## src/credit_link_pkg.sv

```systemverilog
// Credit link shared definitions
`default_nettype none

package credit_link_pkg;

  // Flit payload width
  localparam int DATA_WIDTH = 8;

  // Largest credit count a link may hold
  // Also the receive FIFO depth
  localparam int MAX_CREDIT = 4;

  // Holds 0 through MAX_CREDIT inclusive
  localparam int CREDIT_WIDTH = $clog2(MAX_CREDIT + 1);

  // Receive FIFO pointer width
  localparam int PTR_WIDTH = $clog2(MAX_CREDIT);

  // One flit on the link
  // The last marker rides along untouched
  typedef struct packed {
    logic [DATA_WIDTH-1:0] data;
    logic                  last;
  } flit_t;

  // Any credit count or credit port
  typedef logic [CREDIT_WIDTH-1:0] credit_t;

  // Receiver phases
  typedef enum logic {
    // First cycle out of reset, initial credits captured
    RX_LOAD,
    // Normal operation, credits handed back
    RX_ACTIVE
  } rx_state_t;

  // Handy constants for credit arithmetic
  localparam credit_t CREDIT_ONE  = credit_t'(1);
  localparam credit_t CREDIT_ZERO = credit_t'(0);
  localparam credit_t CREDIT_MAX  = credit_t'(MAX_CREDIT);

endpackage : credit_link_pkg

`default_nettype wire

```

## src/credit_link_top.sv

```systemverilog
// Credit link top
`timescale 1ns/1ps
`default_nettype none

module credit_link_top
  import credit_link_pkg::*;
(
  input  wire logic    clk,
  input  wire logic    rst,

  // Producer
  input  wire logic    src_valid,
  input  wire flit_t   src_flit,
  output logic         credit_ok,

  // Consumer
  input  wire logic    pop,
  output logic         pop_valid,
  output flit_t        pop_flit,

  // Credit configuration and status
  input  wire credit_t credit_initial,
  input  wire credit_t credit_withhold,
  output credit_t      credit_count,
  output credit_t      credit_available
);

  // Link wires
  logic  push_valid;
  flit_t push_flit;
  logic  push_credit;

  // FIFO to receiver
  logic  fifo_pop_done;

  credit_sender u_sender (
    .clk         (clk),
    .rst         (rst),
    .src_valid   (src_valid),
    .src_flit    (src_flit),
    .credit_ok   (credit_ok),
    .push_credit (push_credit),
    .push_valid  (push_valid),
    .push_flit   (push_flit)
  );

  credit_receiver u_receiver (
    .clk              (clk),
    .rst              (rst),
    .push_valid       (push_valid),
    .push_credit      (push_credit),
    .fifo_pop_done    (fifo_pop_done),
    .credit_initial   (credit_initial),
    .credit_withhold  (credit_withhold),
    .credit_count     (credit_count),
    .credit_available (credit_available)
  );

  rx_fifo u_fifo (
    .clk           (clk),
    .rst           (rst),
    .push_valid    (push_valid),
    .push_flit     (push_flit),
    .pop           (pop),
    .pop_valid     (pop_valid),
    .pop_flit      (pop_flit),
    .fifo_pop_done (fifo_pop_done)
  );

endmodule : credit_link_top

`default_nettype wire

```

## src/credit_receiver.sv

```systemverilog
// Credit receiver
`timescale 1ns/1ps
`default_nettype none

module credit_receiver
  import credit_link_pkg::*;
(
  input  wire logic    clk,
  input  wire logic    rst,

  // Link side
  input  wire logic    push_valid,
  output logic         push_credit,

  // Consumer drained one slot
  input  wire logic    fifo_pop_done,

  // Credit configuration
  input  wire credit_t credit_initial,
  input  wire credit_t credit_withhold,

  // Pool status
  output credit_t      credit_count,
  output credit_t      credit_available
);

  rx_state_t state;

  // Free slots not yet handed back to the sender
  credit_t pool;
  credit_t pool_next;

  // Captured credit_initial, the upper bound for the link
  credit_t max_credit;

  // Credits on the sender side, in flight or held
  credit_t held;
  credit_t held_next;

  // Hand back one credit this cycle
  logic do_return;

  // Only above the withheld level, and never during load
  assign do_return = (state == RX_ACTIVE) && (pool > credit_withhold);

  always_comb begin
    pool_next = pool;
    if (state == RX_LOAD) begin
      pool_next = credit_initial;
    end else if (fifo_pop_done && !do_return) begin
      pool_next = pool + CREDIT_ONE;
    end else if (!fifo_pop_done && do_return) begin
      pool_next = pool - CREDIT_ONE;
    end
  end

  // Mirror of the sender count, up on return, down on push
  always_comb begin
    held_next = held;
    if (push_credit && !push_valid) begin
      held_next = held + CREDIT_ONE;
    end else if (!push_credit && push_valid) begin
      held_next = held - CREDIT_ONE;
    end
  end

  always_ff @(posedge clk) begin
    if (rst) begin
      state       <= RX_LOAD;
      pool        <= CREDIT_ZERO;
      max_credit  <= CREDIT_ZERO;
      held        <= CREDIT_ZERO;
      push_credit <= 1'b0;
    end else begin
      // Load lasts exactly one cycle
      state       <= RX_ACTIVE;
      pool        <= pool_next;
      held        <= held_next;
      push_credit <= do_return;
      if (state == RX_LOAD) begin
        max_credit <= credit_initial;
      end
    end
  end

  assign credit_count     = pool;
  assign credit_available = (pool > credit_withhold) ? (pool - credit_withhold) : CREDIT_ZERO;

  // Sender never holds more than was loaded
  a_held_bound: assert property (
    @(posedge clk) disable iff (rst)
    held <= max_credit
  ) else $error("credit_receiver: sender-held credits above maximum");

  a_withhold_range: assert property (
    @(posedge clk) disable iff (rst)
    credit_withhold <= CREDIT_MAX
  ) else $error("credit_receiver: credit_withhold above MAX_CREDIT");

  // A push needs a credit earlier given to the sender
  a_no_push_without_credit: assert property (
    @(posedge clk) disable iff (rst)
    push_valid |-> (held != CREDIT_ZERO)
  ) else $error("credit_receiver: push with no sender credit");

endmodule : credit_receiver

`default_nettype wire

```

## src/credit_sender.sv

```systemverilog
// Credit sender
`timescale 1ns/1ps
`default_nettype none

module credit_sender
  import credit_link_pkg::*;
(
  input  wire logic  clk,
  input  wire logic  rst,

  // Producer side
  input  wire logic  src_valid,
  input  wire flit_t src_flit,
  output logic       credit_ok,

  // Link side
  input  wire logic  push_credit,
  output logic       push_valid,
  output flit_t      push_flit
);

  // Credits currently held by the sender
  credit_t credit_cnt;
  credit_t credit_cnt_next;

  // Producer strobe taken this cycle
  logic accept;

  // Producer may only strobe while a credit is held
  assign credit_ok = (credit_cnt != CREDIT_ZERO);
  assign accept    = src_valid && credit_ok;

  // Return and spend may land together, then the count holds
  always_comb begin
    credit_cnt_next = credit_cnt;
    if (push_credit && !accept) begin
      credit_cnt_next = credit_cnt + CREDIT_ONE;
    end else if (!push_credit && accept) begin
      credit_cnt_next = credit_cnt - CREDIT_ONE;
    end
  end

  // Credit counter and link strobe
  always_ff @(posedge clk) begin
    if (rst) begin
      credit_cnt <= CREDIT_ZERO;
      push_valid <= 1'b0;
    end else begin
      credit_cnt <= credit_cnt_next;
      push_valid <= accept;
    end
  end

  // Flit register, loaded only on an accepted strobe
  // push_valid qualifies it on the link
  always_ff @(posedge clk) begin
    if (accept) begin
      push_flit <= src_flit;
    end
  end

  // Producer must wait for credit
  a_no_strobe_without_credit: assert property (
    @(posedge clk) disable iff (rst)
    src_valid |-> (credit_cnt != CREDIT_ZERO)
  ) else $error("credit_sender: src_valid with zero credits");

  // Receiver never returns more than the link can hold
  a_credit_cnt_bound: assert property (
    @(posedge clk) disable iff (rst)
    credit_cnt <= CREDIT_MAX
  ) else $error("credit_sender: credit count above MAX_CREDIT");

endmodule : credit_sender

`default_nettype wire

```

## src/rx_fifo.sv

```systemverilog
// Receive FIFO
`timescale 1ns/1ps
`default_nettype none

module rx_fifo
  import credit_link_pkg::*;
(
  input  wire logic  clk,
  input  wire logic  rst,

  // Write side, straight off the link
  input  wire logic  push_valid,
  input  wire flit_t push_flit,

  // Consumer side
  input  wire logic  pop,
  output logic       pop_valid,
  output flit_t      pop_flit,

  // Slot freed, goes to the receiver
  output logic       fifo_pop_done
);

  localparam logic [PTR_WIDTH-1:0] PTR_LAST = PTR_WIDTH'(MAX_CREDIT - 1);

  // Storage, no reset on payload
  flit_t mem [MAX_CREDIT];

  logic [PTR_WIDTH-1:0] wr_ptr;
  logic [PTR_WIDTH-1:0] rd_ptr;
  credit_t              count;

  assign pop_valid     = (count != CREDIT_ZERO);
  assign pop_flit      = mem[rd_ptr];
  assign fifo_pop_done = pop && pop_valid;

  always_ff @(posedge clk) begin
    if (push_valid) begin
      mem[wr_ptr] <= push_flit;
    end
  end

  // Pointers wrap at the last entry
  always_ff @(posedge clk) begin
    if (rst) begin
      wr_ptr <= '0;
      rd_ptr <= '0;
      count  <= CREDIT_ZERO;
    end else begin
      if (push_valid) begin
        wr_ptr <= (wr_ptr == PTR_LAST) ? '0 : wr_ptr + 1'b1;
      end
      if (fifo_pop_done) begin
        rd_ptr <= (rd_ptr == PTR_LAST) ? '0 : rd_ptr + 1'b1;
      end
      if (push_valid && !fifo_pop_done) begin
        count <= count + CREDIT_ONE;
      end else if (!push_valid && fifo_pop_done) begin
        count <= count - CREDIT_ONE;
      end
    end
  end

  // Credits equal free slots, so a full FIFO sees no push
  a_no_push_full: assert property (
    @(posedge clk) disable iff (rst)
    push_valid |-> (count < CREDIT_MAX)
  ) else $error("rx_fifo: push while full");

  a_no_pop_empty: assert property (
    @(posedge clk) disable iff (rst)
    pop |-> pop_valid
  ) else $error("rx_fifo: pop while empty");

endmodule : rx_fifo

`default_nettype wire
```

## config.mk

```make
export PLATFORM = sky130hd
export DESIGN_NAME = credit_link_top
export DESIGN_NICKNAME = d
export VERILOG_FILES = /design/src/credit_link_pkg.sv /design/src/credit_link_top.sv /design/src/credit_receiver.sv /design/src/credit_sender.sv /design/src/rx_fifo.sv
export SDC_FILE = /design/constraint.sdc
export NUM_CORES = 1
export LEC_CHECK = 0
export BUFFER_PORTS_ARGS = -buffer_cell sky130_fd_sc_hd__buf_4
export CORE_AREA = 2 2 88 73
export CTS_CLUSTER_DIAMETER = 30
export CTS_CLUSTER_SIZE = 20
export DETAILED_ROUTE_END_ITERATION = 7
export DIE_AREA = 0 0 90 75
export HOLD_SLACK_MARGIN = 0.06
export PLACE_DENSITY = 0.69
export SYNTH_ARGS = -nofsm -noshare
export SYNTH_HDL_FRONTEND = slang
export SYNTH_SLANG_ARGS = --single-unit
```

## constraint.sdc

```tcl
create_clock -name clk -period 3.6 [get_ports clk]
set_clock_uncertainty 0.2 [all_clocks]
set_input_delay 0.18 -clock clk [delete_from_list [all_inputs] [get_ports clk]]
set_output_delay 0.18 -clock clk [all_outputs]
set_load 0.005 [all_outputs]
```

After elaboration in Yosys (flattened, before gate mapping)
Memories as Yosys holds them, arrays and structs flattened. A register that Yosys moved wholly into a read port is not among the register bits.
Cells that the tools add are included.

storage, ports and cells
  output and inout bits = 17
  register bits after elaboration = 25
  latch bits = 0
  memory bits (writable) = 36
  logic and storage cells = 57
  memories = 1
  bits of input ports = 19
  ROM bits = 0

memory list
  name        depth  width  read ports  clocked after memory_dff  wr ports  line           RTL
  u_fifo.mem  4      9      1           1                         1         rx_fifo.sv:27  flit_t mem [MAX_CREDIT];

operators by class
  shifts and indexed selects = 0
  muxes and demuxes = 15
  multipliers = 0
  divide/modulo/power cells = 0
  magnitude comparators = 1
  reduce and logical (&&, ||, !) cells = 18
  bitwise operators = 0
  equality and inequality tests = 3
  add/subtract/negate cells = 9

operators with widths
  cell                   number
  $mux W3                8
  $add A3 B1 Y3 const B  3
  $logic_and A1 B1 Y1    9
  $sub A3 B1 Y3 const B  3
  $mux W2                4
  $reduce_bool A3 Y1     2
  $logic_not A1 Y1       5
  $add A2 B1 Y2 const B  2
  $eq A2 B2 Y1 const B   2
  $reduce_bool A2 Y1     2
  $gt A3 B3 Y1           1
  $mux W1                3
  $ne A3 B3 Y1 const B   1
  $sub A3 B3 Y3          1

Depth between registers and ports, before layout
Gate-level depths: netlist of run 1.

  depth in word-level cells = 7
  gate-level depth with buffers = 11
  gate-level depth less buffers = 11

Modules after synthesis
A second synthesis of run 1 with hierarchy kept.

unflattened totals
  cell total of the unflattened synthesis = 173
  area total of the unflattened synthesis = 2642.5 um^2

modules (own cells, without submodules)
  module           sequential area each (um^2)  cells an instance  area each (um^2)  times used
  rx_fifo          1261.2                       91                 1755.4            1
  credit_sender    350.3                        28                 455.4             1
  credit_receiver  100.1                        54                 431.7             1

Worst setup path before layout of run 1
No wires, ideal clock.

  path type = flip-flop to flip-flop
  start = register u_receiver.pool[1], in the netlist u_receiver.credit_count[1]
  end = register u_receiver.pool[2], in the netlist u_receiver.credit_count[2]
  path slack = 0.779 ns
  arrival time = 2.530 ns
  period minus slack after synthesis = 2.821 ns
  cell stages (with the launch flop) = 11
  library setup time = 0.091 ns
  data required time = 3.309 ns
  buffers on the path = 0
  path through = dfxtp_1 -> ha_1 -> nor2b_1 -> o21ai_0 -> a21o_1 -> ha_1 -> inv_1 -> fa_1 -> xor2_1 -> or3_1 -> a311oi_1

on the way
  cells in the longest elaborated chain, start to end = 6
  elaborated cells between the ends (all ways) = 11
  those cells by class = add/sub (2); order compare (1); eq/ne (1); mux (3); reduce/logical (4)

RTL lines
  what                    line                   RTL
  start, declared         credit_receiver.sv:30  credit_t pool;
  start signal, assigned  credit_receiver.sv:77  pool <= pool_next;
  $gt A3 B3 Y1            credit_receiver.sv:44  assign do_return = (state == RX_ACTIVE) && (pool > credit_withhold);
  $logic_and A1 B1 Y1     credit_receiver.sv:44
  $logic_not A1 Y1        credit_receiver.sv:50  end else if (fifo_pop_done && !do_return) begin
  $logic_and A1 B1 Y1     credit_receiver.sv:50
  $mux W3                 credit_receiver.sv:50
  $mux W3                 credit_receiver.sv:48  if (state == RX_LOAD) begin

Parallel ways exist; a longest one is shown, timed or not. The select of a mux whose other input is x is not followed.
A chain may end at the register's enable or synchronous reset.

Final worst setup path of run 1
Ends and elaborated chain as after synthesis.

==> reports/results.ini, run 1 <==
[worst_setup_path]
crit_path_top_delay_cell = dfxtp_1
critical_path_buf_inv_count = 1
crit_chain = ha_1 > nor2b_1 > o21ai_0 > a21o_1 > ha_1 > inv_1 > fa_1 > xor2_1 > or3_1 > a311oi_1
path_class = reg -> reg
end_kind = register
cp_data_arrival_time_ns = 3.05
worstPathRequired_ns = 3.64
critPathTopFamily = compound AO/OA/AOI/OAI gates
critPathMaxStageDelay_ns = 0.42
cp_max_fo = 5
worstSetupStartpointType = register
cpMostUsedCell = ha_1

[floorplanning]
core-area_mm2 = 0.00582
die-area_mm2 = 0.00675
initial_core_util_pct = 44.0
die_y_um = 75
io_pins = 36
rows = 25
die_w_um = 90

[route]
drcViolationCount = 0
drt-initial-drc-count = 112
via_count = 1422
wire_per_inst_um = 13.5
dr.pass1.iters = 4
routed_wl_mm = 4.14
ant_nets = 0
via_per_inst = 4.63

[place]
gp_congestion = 0.756
hpwl_mm = 2.75
port_buffers = 35

[logic_synthesis]
synthArstFlopShare_pct = 0
yosysTopAreaCellShare_pct = 52.7
synth_cell_types = 24
ys_ff_latch = 63
synth_nets = 196
yosysMostFrequentCell = edfxtp_1
synth_area_mm2 = 0.00256
synth_top_area_cell = edfxtp_1
synth_ff_type = edfxtp_1
synth_area_leaders = edfxtp_1 (53%), dfxtp_1 (14%), mux4_2 (7.9%), ha_1 (5.4%), fa_1 (3.1%)
synth_edf_count = 45
syn-mean-instance-area_um2 = 15.8
syn-instance-count = 162
yosys-top-cells-count = edfxtp_1 (45), dfxtp_1 (18), inv_1 (13)
seq_area_frac_synth_pct = 66.8
yosys_warnings = 0

[outcome]
status = finished, final reports clean

[grt]
grt_max_degree = 17
antenna_found_initial = 0
grt_pass1_vias = 1448
grt_overflow = 0
grt_pass1_wl_mm = 7.09
grt_usage_pct = 13.9

[cts]
cts_tree = built
clkSinkCount = 63
cts_max_path_buffers = 2
cts_resized = 0
htreeDepth = 3
cts_root_buffer = clkbuf_8
postCtsSetupBuffers = 0
cts_buffers = 9
cts.clk_slew.worst_paths_ns = 0.06
insertion_delay_ns = 0.32

[cells_and_area]
diodes = 0
synthToLayoutAreaGrowth_pct = 27.5
fin_nets = 255
drive_above_1_share_pct = 26.5
fill_cells = 492
final_core_util_pct = 56.2

[pwr]
power_uw = 2150
p_per_area_mw_per_mm2 = 658
total_leakage_power_uw = 0.00126
peakVddDrop_uv = 521

[sta]
hold_viol = 0
rsz0062_at_grt = no
max_freq_mhz = 332
worst_pin_slew_ns = 0.614
period_minus_slack_ns = 3.01
period_share_pct = 83.7
final.setup.tns_ns = 0
relSlewSlack_pct = 59.0
drv_slew = 0
setup_viol = 0
whs_ns = 0.214

[hold_path]
hold_class = in -> reg

[job]
cap_violations = 0

metal layers:
layer | global-route usage, % | wire, µm | vias to the layer above
met5 | 0 | 0 | -
met2 | 22.6 | 1960 | 25
met4 | 4.62 | 44 | 0
met3 | 4.80 | 159 | 5
li1 | - | - | 709
met1 | 18.1 | 1980 | 683
sequential cells by signal (all words and copies together) (netlist names), named ones only:
signal / flops
u_fifo.mem: 36
u_sender.push_flit: 9
u_fifo.count: 3
u_receiver.credit_count: 3
u_sender.credit_cnt: 3
u_fifo.rd_ptr: 2
u_fifo.wr_ptr: 2
u_receiver.push_credit: 1
u_receiver.state: 1
u_sender.push_valid: 1
report_power, final:
part           leakage, µW  switching [µW]  internal [µW]
Sequential        0.000556             107            923
Clock            0.0000924             252            313
Combinational     0.000614             238            316
Total              0.00126             597           1550
metrics by stage:
stage / worst slack (ns) / instance area [µm²] / instances
4_1_cts: 0.570 / 3270 / 307
3_5_place_dp: 0.589 / 2910 / 274
3_3_place_gp: 0.676 / 2910 / 274
5_1_grt: 0.277 / 3270 / 307
6_report: 0.587 / 3270 / 307
2_1_floorplan: 0.779 / 2560 / 162
worst register-to-register path, stage by stage (launching register included):
cell and delay [ns]:
dfxtp_1 0.42, ha_1 0.27, nor2b_1 0.13, o21ai_0 0.40
a21o_1 0.19, ha_1 0.18, inv_1 0.06, fa_1 0.37
xor2_1 0.17, or3_1 0.31, a311oi_1 0.24
path summary, 6_finish.rpt:
path	from	depth (start not counted)	slack (ns)	end
worst max register to register	u_receiver.credit_count[1]	10	0.59	u_receiver.credit_count[2]
worst max-delay path	u_receiver.credit_count[1]	10	0.59	u_receiver.credit_count[2]
worst min register to register	u_sender.credit_cnt[2]	2	0.29	u_sender.credit_cnt[2]
worst min-delay path	credit_withhold[0]	5	0.21	u_receiver.push_credit
cells in the final DEF (no fill, tap or decap), types with 3 or more instances in the layout:
cell type	netlist	final
nand2_1	4	4
ha_1	11	11
fa_1	4	4
nor2_1	12	12
or3_1	6	6
o21ai_0	4	4
dfxtp_1	18	18
xor2_1	5	5
a21oi_1	6	6
edfxtp_1	45	45
clkbuf_8	0	9
and2_1	4	4
dlygate4sd3_1	0	17
clkinv_2	0	3
mux2i_1	7	7
inv_1	13	13
buf_4	0	35
mux4_2	9	9
cell type report:
class | instances | area, µm² | share of cell area [%]
Multi-Input combinational cell | 82 | 786 | 24.0
Clock buffer | 9 | 124 | 3.79
Sequential cell | 63 | 1710 | 52.4
Clock inverter | 7 | 63.8 | 1.95
Tap cell | 81 | 101 | 3.10
Inverter | 13 | 48.8 | 1.49
Timing Repair Buffer | 52 | 433 | 13.2
cell families after synthesis:
logic type,after synthesis,synth area share (%)
xor+xnor,7,2.39
compound gates,15,3.66
flops,63,66.8
mux,16,10.6
fa+ha+maj,15,8.50
buf+inv,17,2.54
simple gates,29,5.47
timing repair:
action,4_1_cts,5_1_grt
endpoints found under the setup margin,0,0
hold buffers,17,0
endpoints found under the hold margin,27,0
Power figures use the tool's default switching activity.
==> run 2, diff against run 1 <==
--- a/config.mk
+++ b/config.mk
@@ -5,14 +5,15 @@
 export SDC_FILE = /design/constraint.sdc
 export NUM_CORES = 1
 export LEC_CHECK = 0
+export ABC_AREA = 1
 export BUFFER_PORTS_ARGS = -buffer_cell sky130_fd_sc_hd__buf_4
-export CORE_AREA = 2 2 88 73
+export CORE_AREA = 2 2 91 75
 export CTS_CLUSTER_DIAMETER = 30
 export CTS_CLUSTER_SIZE = 20
 export DETAILED_ROUTE_END_ITERATION = 7
-export DIE_AREA = 0 0 90 75
+export DIE_AREA = 0 0 93 77
 export HOLD_SLACK_MARGIN = 0.06
-export PLACE_DENSITY = 0.69
+export PLACE_DENSITY = 0.71
 export SYNTH_ARGS = -nofsm -noshare
 export SYNTH_HDL_FRONTEND = slang
 export SYNTH_SLANG_ARGS = --single-unit
==> constraint.sdc (replaced) <==
create_clock -name clk -period 2.6 [get_ports clk]
set_clock_uncertainty 0.2 [all_clocks]
set_input_delay 0.13 -clock clk [delete_from_list [all_inputs] [get_ports clk]]
set_output_delay 0.13 -clock clk [all_outputs]
set_load 0.005 [all_outputs]
==> run 2 against run 1 <==
  * Die area increased by 6.1%
  * Synthesized area increased by 7.4%
  * Register-to-register slack got worse by 0.34 ns
  * Global-route usage rose by 0.53 points
  * Cell count increased by 23%
  * Fmax increased by 28%
  * Count of clock-buffer cells in the layout is the same
  * Sequential share of layout area fell by 3.1 points
==> reports/results.ini, run 2 <==
[pwr]
total_leakage_power_uw = 0.00139  ; was 0.00126 µW
peakVddDrop_uv = 515  ; was 521 µV
pwr-share-clk_pct = 29.1  ; was 26.3%
p_per_area_mw_per_mm2 = 1010  ; was 658 mW/mm²
p_seq_share_pct = 41.4  ; was 47.9%
power.switching_uw = 1090  ; was 597 µW
swShare_pct = 31.2  ; was 27.8%
p_int_uw = 2410  ; was 1550 µW
power.combinational.fraction_pct = 29.5  ; was 25.8%

[worst_setup_path]
end_kind = register  ; unchanged
path_class = reg -> reg  ; unchanged
cp_max_fo = 4  ; was 5
worstPathRequired_ns = 2.63  ; was 3.64 ns
critPathMaxStageDelay_ns = 0.39  ; was 0.42 ns
crit_path_top_delay_cell = dfxtp_1  ; unchanged
cpMostUsedCell = nand2_1  ; was ha_1
crit_chain = ha_1 > a21oi_1 > o21ai_2 > nand3_2 > ha_1 > inv_1 > fa_1 > inv_1 > nand2_1 > nand2_1 > nand2_1 > nand3_1 > a21oi_1  ; was ha_1 > nor2b_1 > o21ai_0 > a21o_1 > ha_1 > inv_1 > fa_1 > xor2_1 > or3_1 > a311oi_1
cp_data_arrival_time_ns = 2.38  ; was 3.05 ns
worstSetupStartpointType = register  ; unchanged

[route]
dr.pass1.iters = 4  ; unchanged
drcViolationCount = 0  ; unchanged
via_per_inst = 4.67  ; was 4.63
drt-initial-drc-count = 112  ; unchanged
via_count = 1771  ; was 1422
wire_per_inst_um = 12.8  ; was 13.5 µm
routed_wl_mm = 4.84  ; was 4.14 mm
ant_nets = 0  ; unchanged

[grt]
grt_usage_pct = 14.5  ; was 13.9%
grt_pass1_vias = 1655  ; was 1448
grt_overflow = 0  ; unchanged
grt_max_degree = 19  ; was 17
grt_pass1_wl_mm = 7.78  ; was 7.09 mm
antenna_found_initial = 0  ; unchanged

[sta]
relSlewSlack_pct = 51.8  ; was 59.0%
final.setup.tns_ns = 0  ; unchanged
worst_pin_slew_ns = 0.723  ; was 0.614 ns
period_minus_slack_ns = 2.35  ; was 3.01 ns
hold_viol = 0  ; unchanged
max_freq_mhz = 425  ; was 332 MHz
setup_viol = 0  ; unchanged
period_share_pct = 90.5  ; was 83.7%
drv_slew = 0  ; unchanged
rsz0062_at_grt = no  ; unchanged

[logic_synthesis]
synth_top_area_cell = edfxtp_1  ; unchanged
yosys-top-cells-count = edfxtp_1 (45), inv_1 (28), nand2_1 (27)  ; was edfxtp_1 (45), dfxtp_1 (18), inv_1 (13)
synth_adder_area_share_pct = 7.91  ; was 8.50%
synth_mux_area_share_pct = 0  ; was 10.6%
ys_ff_latch = 63  ; unchanged
yosys_warnings = 0  ; unchanged
syn-mean-instance-area_um2 = 11.9  ; was 15.8 µm²
synth_xor_area_share_pct = 0.318  ; was 2.39%
seq_area_frac_synth_pct = 62.2  ; was 66.8%
yosysTopAreaCellShare_pct = 49.1  ; was 52.7%
synth_simple_gate_area_share_pct = 11.4  ; was 5.47%
synth_area_mm2 = 0.00275  ; was 0.00256 mm²
synth_nets = 266  ; was 196
synth_area_leaders = edfxtp_1 (49%), dfxtp_1 (13%), ha_1 (5.0%), o21ai_0 (4.2%), o22ai_2 (4.1%)  ; was edfxtp_1 (53%), dfxtp_1 (14%), mux4_2 (7.9%), ha_1 (5.4%), fa_1 (3.1%)
synth_edf_count = 45  ; unchanged
synth_compound_gate_area_share_pct = 11.8  ; was 3.66%
synth_top_family_by_area = compound AO/OA/AOI/OAI gates  ; was multiplexers
yosysMostFrequentCell = edfxtp_1  ; unchanged
synth_cell_types = 25  ; was 24
syn-instance-count = 232  ; was 162
synthArstFlopShare_pct = 0  ; unchanged
synth_ff_type = edfxtp_1  ; unchanged

[cells_and_area]
fin_nets = 324  ; was 255
layout.cells.most_common_list = edfxtp_1 (45), buf_4 (36), inv_1 (28)  ; was edfxtp_1 (45), buf_4 (35), dfxtp_1 (18)
drive_above_1_share_pct = 27.5  ; was 26.5%
fill_cells = 539  ; was 492
layout_commonest_cell = edfxtp_1  ; unchanged
diodes = 0  ; unchanged
regMostFlops = u_fifo.mem  ; unchanged
top_regs = u_fifo.mem (36), u_sender.push_flit (9)  ; unchanged
synthToLayoutAreaGrowth_pct = 26.2  ; was 27.5%
post-route-cell-area_mm2 = 0.00347  ; was 0.00327 mm²
largest_reg_flops = 36  ; unchanged

[floorplanning]
die_y_um = 77  ; was 75 µm
io_pins = 36  ; unchanged
core-area_mm2 = 0.00625  ; was 0.00582 mm²
initial_core_util_pct = 44.1  ; was 44.0%
die_w_um = 93  ; was 90 µm
rows = 26  ; was 25
die-area_mm2 = 0.00716  ; was 0.00675 mm²

[cts]
cts_buffers = 9  ; unchanged
htreeDepth = 3  ; unchanged
cts.clk_slew.worst_paths_ns = 0.07  ; was 0.06 ns
cts_resized = 0  ; unchanged
insertion_delay_ns = 0.34  ; was 0.32 ns
cts_root_buffer = clkbuf_8  ; unchanged
cts_max_path_buffers = 2  ; unchanged
clkSinkCount = 63  ; unchanged
cts_tree = built  ; unchanged

[place]
placed_area_mm2 = 0.00308  ; was 0.00291 mm²
port_buffers = 35  ; unchanged
hpwl_mm = 3.18  ; was 2.75 mm
gp_congestion = 0.813  ; was 0.756

[hold_path]
hold_class = in -> reg  ; unchanged

[job]
cap_violations = 0  ; unchanged

[outcome]
status = finished, final reports clean  ; unchanged

-- run 2: cell count changes in the layout (fill, tap and decap cells not counted), sizes merged, moves of 3 or more --
cell and change:
clkinv -3, nand2 +23, nand3 +5, o21ai +23, mux2i -7, xor2 -4, nor2 +22, inv +19
mux4 -9, or3 -6, o22ai +9, a21oi +4, and2 -4
-- run 2: metrics by stage --
step / hold slack, ns / util (%) / instances / total power (µW) / setup slack [ns]
4_1_cts: 0.0909 / 55.6 / 379 / 3520 / 0.257
3_5_place_dp: 0.109 / 49.3 / 348 / 2490 / 0.273
5_1_grt: 0.117 / 55.6 / 379 / 3710 / 0.0630
2_1_floorplan: -0.00313 / - / 232 / 2120 / 0.444
3_3_place_gp: 0.108 / 49.3 / 348 / 2450 / 0.396
6_report: 0.102 / 55.6 / 379 / 3500 / 0.247
-- run 2: logic make-up (layout without fill, tap and decap cells) --
| family | after synthesis | after routing |
|---|---|---|
| fa+ha+maj | 15 | 15 |
| compound gates | 48 | 48 |
| xor+xnor | 1 | 1 |
| flops | 63 | 63 |
| buf+inv | 36 | 99 |
| simple gates | 69 | 69 |
-- run 2: final cells by class --
type                       count  area, µm²  share of cell area, %
multi-input combinational    133        863                   24.9
tap                           84        105                   3.03
clock buffer                   9        124                   3.57
inverter                      32        128                   3.67
timing repair buffer          51        420                   12.1
sequential                    63       1710                   49.3
clock inverter                 7        121                   3.49
-- run 2: final timing paths --
check | startpoint | to | slack (ns) | depth (start not counted)
setup / recovery | u_receiver.credit_count[2] | u_receiver.credit_count[2] | 0.25 | 13
hold / removal | credit_withhold[0] | u_receiver.push_credit | 0.10 | 5
setup reg to reg | u_receiver.credit_count[2] | u_receiver.credit_count[2] | 0.25 | 13
hold reg to reg | u_sender.push_flit[2] | u_fifo.mem[3][2] | 0.30 | 0
-- run 2: power groups by stage --
stage | Sequential, µW | Combinational (µW) | Clock (µW)
after floorplan | 1400 | 719 | 0
after global placement | 1460 | 983 | 0
after detailed placement | 1470 | 1020 | 0
after CTS | 1450 | 1040 | 1030
after global routing | 1470 | 1170 | 1070
final | 1450 | 1030 | 1020
-- run 2: repair_timing --
item                                   CTS  global route
hold buffers                            15             0
setup endpoints to repair                0             0
setup buffers                            0             0
endpoints found under the hold margin   20             0
-- run 2: critical path: cells and delay by family, from the launching register on --
family,cells,cell delay [ns]
adder cells (fa/ha/maj),3,0.86
buffers and inverters,2,0.13
AO/OA/AOI/OAI,3,0.33
flip-flops,1,0.39
AND/OR/NAND/NOR,5,0.33
-- run 2: per-layer routing --
layer | track usage (%) | vias up | wire length [µm]
met5 | 0 | - | 0
met4 | 5.00 | 0 | 57
li1 | - | 907 | -
met2 | 21.7 | 39 | 2330
met3 | 5.70 | 6 | 263
met1 | 19.3 | 819 | 2190
